`src/sdram_pkg.sv`:
```
package sdram_pkg;

  localparam int clk_mhz = 64;  // controller clock in mhz
  localparam int wait_w  = 14;  // wide enough for the 100 us count

  // wait counts in clk cycles, ns * mhz / 1000 rounded up by one
  localparam logic [wait_w-1:0] wait_100us  = wait_w'(100 * clk_mhz);
  localparam logic [wait_w-1:0] trp         = wait_w'((15 * clk_mhz / 1000) + 1);  // 15 ns
  localparam logic [wait_w-1:0] trc         = wait_w'((60 * clk_mhz / 1000) + 1);  // 60 ns
  localparam logic [wait_w-1:0] trcd        = wait_w'((15 * clk_mhz / 1000) + 1);  // 15 ns
  localparam logic [wait_w-1:0] tch         = wait_w'((2 * clk_mhz / 1000) + 1);   // 2 ns
  localparam logic [wait_w-1:0] cas_latency = wait_w'(2);

  // command encodings as {csn, rasn, casn, wen}
  localparam logic [3:0] cmd_mrs   = 4'b0000;  // mode register set
  localparam logic [3:0] cmd_act   = 4'b0011;  // bank activate
  localparam logic [3:0] cmd_read  = 4'b0101;  // a10 high for auto precharge
  localparam logic [3:0] cmd_write = 4'b0100;  // a10 high for auto precharge
  localparam logic [3:0] cmd_pre   = 4'b0010;  // a10 high for all banks
  localparam logic [3:0] cmd_ref   = 4'b0001;  // auto refresh
  localparam logic [3:0] cmd_nop   = 4'b0111;

  typedef struct packed {
    logic [1:0]  bank;
    logic [10:0] row;
    logic [7:0]  col;
  } mem_addr_t;

  typedef struct packed {
    mem_addr_t   addr;
    logic [31:0] wdata;
    logic [3:0]  wmask;  // all zero means read
  } mem_req_t;

  typedef struct packed {
    logic        cke;
    logic        csn;
    logic        rasn;
    logic        casn;
    logic        wen;
    logic [1:0]  ba;
    logic [10:0] a;
    logic [3:0]  dqm;
  } sdram_cmd_t;

  // address pins as seen by the mode register
  typedef struct packed {
    logic       rsvd;         // a10
    logic       write_burst;  // 1 = single word writes
    logic [1:0] op_mode;      // only standard operation
    logic [2:0] cas;
    logic       access_type;  // 0 = sequential
    logic [2:0] burst_len;    // 000 = one word
  } sdram_mode_t;

  // address pins during read and write
  typedef struct packed {
    logic       auto_pre;  // a10
    logic [1:0] gap;
    logic [7:0] col;
  } sdram_col_t;

  typedef union packed {
    sdram_mode_t mode_view;
    sdram_col_t  col_view;
  } sdram_a_u;

endpackage

```
`src/sdram_arbiter.sv`:
```
module sdram_arbiter (
  input  logic                       clk,
  input  logic                       resetn,
  input  logic [1:0]                 req_valid,
  input  sdram_pkg::mem_req_t [1:0]  req,
  output logic [1:0]                 req_ready,
  output logic [31:0]                rdata,
  output logic                       ctrl_valid,
  output sdram_pkg::mem_req_t        ctrl_req,
  input  logic                       ctrl_ready,
  input  logic [31:0]                ctrl_rdata
);

  logic busy_q;       // one access owned by the controller
  logic grant_q;      // port being served
  logic last_q;       // port served last
  logic just_done_q;  // cycle right after a ready pulse

  logic [1:0] blocked;
  logic [1:0] cand;
  logic       pick;
  logic       pick_ok;

  // the port just served still shows valid for one more cycle
  always_comb begin
    blocked = 2'b00;
    if (just_done_q) begin
      blocked[last_q] = 1'b1;
    end
    cand    = req_valid & ~blocked;
    pick_ok = |cand;
    pick    = cand[~last_q] ? ~last_q : last_q;  // other port first
  end

  always_ff @(posedge clk) begin
    if (!resetn) begin
      busy_q      <= 1'b0;
      grant_q     <= 1'b0;
      last_q      <= 1'b1;  // port 0 wins the first round
      just_done_q <= 1'b0;
    end else begin
      just_done_q <= 1'b0;
      if (busy_q) begin
        if (ctrl_ready) begin
          busy_q      <= 1'b0;
          last_q      <= grant_q;
          just_done_q <= 1'b1;
        end
      end else if (pick_ok) begin
        busy_q  <= 1'b1;
        grant_q <= pick;
      end
    end
  end

  // request held steady by the port until ready, latched once
  always_ff @(posedge clk) begin
    if (!busy_q && pick_ok) begin
      ctrl_req <= req[pick];
    end
  end

  // dropped in the ready cycle so idle never sees it again
  assign ctrl_valid = busy_q & ~ctrl_ready;

  always_comb begin
    req_ready          = 2'b00;
    req_ready[grant_q] = ctrl_ready;
  end

  assign rdata = ctrl_rdata;  // only the ready port samples it

endmodule

```
`src/sdram_ctrl.sv`:
```
module sdram_ctrl (
  input  logic                   clk,
  input  logic                   resetn,
  input  logic                   valid,
  input  sdram_pkg::mem_req_t    req,
  output logic                   ready,
  output logic [31:0]            rdata,
  output sdram_pkg::sdram_cmd_t  pins,
  output logic [31:0]            dq_out,
  output logic                   dq_oe,
  input  logic [31:0]            dq_in
);

  typedef enum logic [3:0] {
    st_reset,
    st_init_pre,
    st_init_ref0,
    st_init_ref1,
    st_init_mrs,
    st_idle,
    st_read_col,    // read with auto precharge, shared by read and rmw
    st_rd_done,
    st_wr_rd_done,
    st_wr_act,
    st_wr_col,
    st_wait
  } state_t;

  state_t state;
  state_t ret_q;                             // where st_wait goes next
  logic [sdram_pkg::wait_w-1:0] wait_cnt;
  logic done_q;                              // access finished, pulse ready on return

  logic                cke_q;
  logic [3:0]          cmd_q;
  logic [1:0]          ba_q;
  sdram_pkg::sdram_a_u a_q;
  logic [3:0]          dqm_q;

  sdram_pkg::sdram_a_u mode_a;
  sdram_pkg::sdram_a_u col_a;
  logic [31:0]         merged;
  logic                is_write;

  assign is_write = |req.wmask;

  // mode register word and column word built through the two views
  always_comb begin
    mode_a.mode_view.rsvd        = 1'b0;
    mode_a.mode_view.write_burst = 1'b1;    // no write bursts
    mode_a.mode_view.op_mode     = 2'b00;
    mode_a.mode_view.cas         = sdram_pkg::cas_latency[2:0];
    mode_a.mode_view.access_type = 1'b0;
    mode_a.mode_view.burst_len   = 3'b000;  // burst of one
    col_a.col_view.auto_pre      = 1'b1;
    col_a.col_view.gap           = 2'b00;
    col_a.col_view.col           = req.addr.col;
  end

  // new bytes where the mask is set, old word elsewhere
  always_comb begin
    for (int i = 0; i < 4; i++) begin
      merged[8*i +: 8] = req.wmask[i] ? req.wdata[8*i +: 8] : dq_in[8*i +: 8];
    end
  end

  always_comb begin
    pins.cke  = cke_q;
    pins.csn  = cmd_q[3];
    pins.rasn = cmd_q[2];
    pins.casn = cmd_q[1];
    pins.wen  = cmd_q[0];
    pins.ba   = ba_q;
    pins.a    = a_q;
    pins.dqm  = dqm_q;
  end

  always_ff @(posedge clk) begin
    if (!resetn) begin
      state  <= st_reset;
      ready  <= 1'b0;
      done_q <= 1'b0;
      cke_q  <= 1'b0;
      cmd_q  <= sdram_pkg::cmd_nop;
      dq_oe  <= 1'b0;
    end else begin
      ready <= 1'b0;
      dq_oe <= 1'b0;
      case (state)
        st_reset: begin
          a_q      <= '0;
          ba_q     <= '0;
          dqm_q    <= 4'hf;
          wait_cnt <= sdram_pkg::wait_100us;  // power-up wait
          ret_q    <= st_init_pre;
          state    <= st_wait;
        end

        st_init_pre: begin
          cke_q    <= 1'b1;
          cmd_q    <= sdram_pkg::cmd_pre;
          a_q      <= 11'h400;  // a10 high, all banks
          wait_cnt <= sdram_pkg::trp;
          ret_q    <= st_init_ref0;
          state    <= st_wait;
        end

        st_init_ref0: begin
          cmd_q    <= sdram_pkg::cmd_ref;
          a_q      <= '0;
          wait_cnt <= sdram_pkg::trc;
          ret_q    <= st_init_ref1;
          state    <= st_wait;
        end

        st_init_ref1: begin
          cmd_q    <= sdram_pkg::cmd_ref;
          a_q      <= '0;
          wait_cnt <= sdram_pkg::trc;
          ret_q    <= st_init_mrs;
          state    <= st_wait;
        end

        st_init_mrs: begin
          cmd_q    <= sdram_pkg::cmd_mrs;
          a_q      <= mode_a;
          wait_cnt <= sdram_pkg::tch;
          ret_q    <= st_idle;
          state    <= st_wait;
        end

        st_idle: begin
          dqm_q <= 4'hf;
          if (valid) begin
            cmd_q    <= sdram_pkg::cmd_act;
            a_q      <= req.addr.row;
            ba_q     <= req.addr.bank;
            wait_cnt <= sdram_pkg::trcd;
            ret_q    <= st_read_col;  // writes read the old word first
            state    <= st_wait;
          end else begin
            cmd_q    <= sdram_pkg::cmd_ref;  // refresh while nothing to do
            a_q      <= '0;
            ba_q     <= '0;
            wait_cnt <= sdram_pkg::trc;
            ret_q    <= st_idle;
            state    <= st_wait;
          end
        end

        st_read_col: begin
          cmd_q    <= sdram_pkg::cmd_read;
          dqm_q    <= 4'h0;
          a_q      <= col_a;
          ba_q     <= req.addr.bank;
          wait_cnt <= sdram_pkg::cas_latency;
          ret_q    <= is_write ? st_wr_rd_done : st_rd_done;
          state    <= st_wait;
        end

        st_rd_done: begin
          cmd_q    <= sdram_pkg::cmd_nop;
          dqm_q    <= 4'hf;
          rdata    <= dq_in;  // word arrives cas_latency after read
          a_q      <= '0;
          ba_q     <= '0;
          wait_cnt <= sdram_pkg::trp;  // auto precharge finishing
          done_q   <= 1'b1;
          ret_q    <= st_idle;
          state    <= st_wait;
        end

        st_wr_rd_done: begin
          cmd_q    <= sdram_pkg::cmd_nop;
          dqm_q    <= 4'hf;
          dq_out   <= merged;
          a_q      <= '0;
          ba_q     <= '0;
          wait_cnt <= sdram_pkg::trp;
          ret_q    <= st_wr_act;
          state    <= st_wait;
        end

        st_wr_act: begin
          cmd_q    <= sdram_pkg::cmd_act;  // row closed by the read, open again
          a_q      <= req.addr.row;
          ba_q     <= req.addr.bank;
          wait_cnt <= sdram_pkg::trcd;
          ret_q    <= st_wr_col;
          state    <= st_wait;
        end

        st_wr_col: begin
          cmd_q    <= sdram_pkg::cmd_write;
          dqm_q    <= 4'h0;  // whole merged word
          dq_oe    <= 1'b1;  // same cycle as the write command
          a_q      <= col_a;
          ba_q     <= req.addr.bank;
          wait_cnt <= sdram_pkg::trp;
          done_q   <= 1'b1;
          ret_q    <= st_idle;
          state    <= st_wait;
        end

        st_wait: begin
          cmd_q <= sdram_pkg::cmd_nop;
          a_q   <= '0;
          if (wait_cnt == 1) begin
            if (ret_q == st_idle && done_q) begin
              ready  <= 1'b1;  // one cycle, back in idle
              done_q <= 1'b0;
            end
            state <= ret_q;
          end else begin
            wait_cnt <= wait_cnt - 1'b1;
          end
        end

        default: begin
          state <= st_reset;
        end
      endcase
    end
  end

endmodule

```
`src/sdram_subsys_top.sv`:
```
module sdram_subsys_top (
  input  logic                       clk,
  input  logic                       resetn,
  input  logic [1:0]                 req_valid,
  input  sdram_pkg::mem_req_t [1:0]  req,
  output logic [1:0]                 req_ready,
  output logic [31:0]                rdata,
  output logic                       sdram_clk,
  output sdram_pkg::sdram_cmd_t      pins,
  output logic [31:0]                dq_out,
  output logic                       dq_oe,
  input  logic [31:0]                dq_in
);

  logic                ctrl_valid;
  sdram_pkg::mem_req_t ctrl_req;
  logic                ctrl_ready;
  logic [31:0]         ctrl_rdata;

  assign sdram_clk = clk;  // memory runs on the controller clock

  sdram_arbiter arb_i (
    .clk        (clk),
    .resetn     (resetn),
    .req_valid  (req_valid),
    .req        (req),
    .req_ready  (req_ready),
    .rdata      (rdata),
    .ctrl_valid (ctrl_valid),
    .ctrl_req   (ctrl_req),
    .ctrl_ready (ctrl_ready),
    .ctrl_rdata (ctrl_rdata)
  );

  sdram_ctrl ctrl_i (
    .clk    (clk),
    .resetn (resetn),
    .valid  (ctrl_valid),
    .req    (ctrl_req),
    .ready  (ctrl_ready),
    .rdata  (ctrl_rdata),
    .pins   (pins),
    .dq_out (dq_out),
    .dq_oe  (dq_oe),
    .dq_in  (dq_in)
  );

endmodule

```
`config.mk`:
```
export PLATFORM = sky130hd
export DESIGN_NAME = sdram_subsys_top
export DESIGN_NICKNAME = d
export VERILOG_FILES = /design/src/sdram_pkg.sv /design/src/sdram_arbiter.sv /design/src/sdram_ctrl.sv /design/src/sdram_subsys_top.sv
export SDC_FILE = /design/constraint.sdc
export NUM_CORES = 1
export LEC_CHECK = 0
export ABC_AREA = 1
export BUFFER_PORTS_ARGS = -buffer_cell sky130_fd_sc_hd__clkbuf_2
export CORE_MARGIN = 1.5
export CORE_UTILIZATION = 45
export DETAILED_ROUTE_END_ITERATION = 12
export PLACE_DENSITY = 0.76
export SLEW_MARGIN = 20
export SYNTH_ARGS = -nofsm -noshare
export SYNTH_HDL_FRONTEND = slang
export SYNTH_SLANG_ARGS = --single-unit
```
`constraint.sdc`:
```
create_clock -name clk -period 3.75 [get_ports clk]
set_input_delay 0.1875 -clock clk [delete_from_list [all_inputs] [get_ports clk]]
set_output_delay 0.1875 -clock clk [all_outputs]
set_load 0.02 [all_outputs]
```
==> key figures <==
Clocking
  – H-tree levels: 4
  – CTS root buf: clkbuf_16
  – Post-CTS Resized: 0
  – Worst-skew pair later-pin latency: 420 ps
  – Clk slew on worst S/H paths: 60 ps
  – CTS tree: done
  – Clk buf depth: 2
  – Clock buffer count from CTS: 17

Min path
  – Hold Path Class: input port to register
  – Worst hold path depth: 3
  – HP Start: req[40]
  – Worst min-delay path endpoint: arb_i.ctrl_req[40]

Detailed routing
  – Post-route DRC: 0
  – Vias: 5608
  – Drt pass-1 iters: 4
  – Vias per cell: 4.71
  – Routed len/inst: 14.3 um
  – Starting DRT DRC Count: 364
  – Post-route ant nets: 0
  – DRT Wirelength: 17100 um

Critical path
  – Critical Path Sink Type: output pin
  – CP most frequent cell: clkbuf_16
  – CP startpoint: clk
  – R2r endpoint: arb_i.ctrl_req[4]
  – Setup CP Type: clock port to output pin
  – Startpoint Class: clock port
  – R2R setup slack: 1550 ps
  – Slowest stage cell on the critical path: clkbuf_16
  – Worst-path cell chain: clkbuf_16 -> clkbuf_16 -> clkbuf_2
  – Critical Path AT: 2410 ps
  – Critical path data required time: 3560 ps
  – Max incr delay on CP: 190 ps
  – R2R cell count: 6
  – Worst-path maximum fanout: 16
  – Reg2reg start: arb_i.last_q

Power
  – VDD IR-drop max: 0.323 mV
  – Clock share of power: 0.380
  – Internal cell power: 3.26 mW
  – Static leakage: 4.38 nW
  – Pwr/cell area: 452 nW/um2
  – Tot Pwr: 4.27 mW
  – Flop pwr share: 0.520
  – Comb pwr share: 0.099
  – Sw Pwr: 1.01 mW
  – Switching part of the total: 0.236

Timing
  – Final WS setup: 1160 ps
  – Max transition margin: 0.331
  – RSZ-0062 raised after global routing: false
  – Max Clock Skew: 21.1 ps
  – Final Hold Viols: 0
  – Final setup viols: 0
  – Slew Viols, Final: 0
  – Worst slew pin tran: 1000 ps
  – TNS Setup: 0 ps

Die
  – Area of the die: 16800 um2
  – Core area: 15800 um2
  – Core Rows: 46
  – Die height: 130 um
  – Die W: 130 um
  – Initial Util: 0.457
  – I/O Pins: 240

Yosys
  – FF+latch count, synth: 168
  – YS warnings: 0
  – Post-synthesis cell area: 7200 um2
  – Mapped Nets: 846
  – Synth area leader: edfxtp_1
  – Top-area cell type share of the netlist area: 0.638
  – Synth cell types: 37
  – Top cells by area, synth: edfxtp_1 64%, nand2_1 16%, dfxtp_1 4.2%, nor2_1 2.5%, inv_1 1.8%
  – Average size of a mapped cell: 10.4 um2
  – Post-synthesis sequential area ratio: 0.680
  – Mapped Cells: 694

Place
  – HPWL after detailed placement: 12300 um
  – Routability cong.: 0.896
  – PortBufs: 238
  – Placement Setup Slack: 1560 ps

Finish
  – Fill cell count: 1304
  – Net count, final: 1116
  – Area delta synth->final: 31.1%
  – # diodes: 0
  – Share of cells above drive strength 1: 0.318

Run
  – Max Cap Violations: 0

GRT
  – Overflow after GRT: 0
  – Number of global-route vias before repair: 5319
  – First-pass GRT wire length: 26100 um
  – Initial antenna violation count: 0
  – Largest net degree at the start of global routing: 59
  – Tot GR Track Use: 0.209

Run status
  – Status: complete, no violations
[area by class of cell]
class / instances / area [um2] / share of cell area
Clock buffer: 21 / 442 / 0.0468
Clock inverter: 10 / 100 / 0.0106
Inverter: 49 / 188 / 0.0199
Multi-Input combinational cell: 454 / 2010 / 0.213
Sequential cell: 168 / 4890 / 0.518
Tap cell: 216 / 270 / 0.0286
Timing Repair Buffer: 273 / 1540 / 0.163
[Yosys cell counts, drive strengths merged]
library cell and count:
ha 2, clkinv 4, clkbuf 5, nor2 59
o21bai 1, o211ai 4, o21ai 12, nor3 4
o31ai 1, edfxtp 153, a31oi 1, conb 1
nand3 9, nor4 1, buf 18, or2 1
xor2 3, dfxtp 15, xnor2 2, nand2 327
a22o 7, and3 1, a21oi 11, inv 45
nand4 7
[metrics by stage]
step                      hold slack [ps]  instances   util  area (um2)
after floorplan                       256        694      -        7200
after global placement                327       1128  0.544        8570
after detailed placement              327       1128  0.544        8570
after CTS                            16.9       1191  0.599        9440
after global routing                 27.1       1191  0.599        9440
final                                28.2       1191  0.599        9440
[routing by layer]
layer  GRT usage  wire (um)  share of wire
met1       0.239       6880           0.40
met2       0.371       8840           0.52
met3      0.0586       1080          0.063
met4      0.0817        281          0.016
met5           0          0              0
[worst max-delay path: cells and delay by family]
kind | cells | cell delay (ps)
buffers and inverters | 3 | 530
[power by group through the flow]
stage	clock network (mW)	registers, mW	logic [mW]
global placement	0.0248	2.26	0.390
detailed placement	0.0248	2.26	0.399
floorplan	0.0312	2.27	0.217
CTS	1.65	2.22	0.428
global route	1.73	2.23	0.479
finish	1.62	2.22	0.423
[how the worst max path moves through the flow]
stage	end	slack, ps	cells past startpoint
floorplan	ctrl_i.rdata[0]	1270	4
global placement	sdram_clk	1560	1
detailed placement	sdram_clk	1560	1
CTS	sdram_clk	1130	3
global route	sdram_clk	1130	3
finish	sdram_clk	1160	3
[repair_timing]
item | in CTS | in global routing
hold endpoints to repair | 33 | 0
hold buffers | 33 | 0
setup endpoints to repair | 0 | 0
setup buffers | 0 | 0
[layout by cell type, fill, tap and decap left out, types with 2 or more instances in the layout]
cell type / count
nand2_1: 316
clkbuf_2: 238
edfxtp_1: 153
nor2_1: 46
inv_1: 33
dlygate4sd3_1: 33
clkbuf_16: 17
dfxtp_1: 15
inv_2: 10
a21oi_1: 10
o21ai_0: 9
nand2_2: 8
nor2_2: 8
a22o_1: 7
nand3_1: 7
nand4_1: 7
nor2_4: 5
o211ai_1: 4
clkinv_1: 4
nor3_1: 4
nand2_4: 3
xor2_1: 3
clkinvlp_4: 3
clkbuf_1: 3
clkinv_4: 3
buf_4: 3
clkinv_2: 2
o21ai_1: 2
nand3_2: 2
xnor2_1: 2
ha_1: 2
[sequential cells by signal, indices dropped and copies added, names as in the netlist]
name and count:
ctrl_i.dq_out 32, ctrl_i.state 4, ctrl_i.done_q 1, arb_i.busy_q 1, ctrl_i.a_q 11, arb_i.ctrl_req 57, ctrl_i.dq_oe 1, ctrl_i.rdata 32
ctrl_i.wait_cnt 14, ctrl_i.ready 1, arb_i.grant_q 1, arb_i.last_q 1, ctrl_i.cmd_q 3, arb_i.just_done_q 1, ctrl_i.ba_q 2, ctrl_i.ret_q 4
ctrl_i.dqm_q 1, ctrl_i.cke_q 1
[kinds of logic after synthesis]
kind of cell | share of synthesized area
flip-flops | 0.680
other | 0.000521
buffers and inverters | 0.0446
AO/OA/AOI/OAI | 0.0327
XOR/XNOR | 0.00608
AND/OR/NAND/NOR | 0.233
adder cells (fa/ha/maj) | 0.00347
No activity file was read; power rests on OpenSTA's default activity.
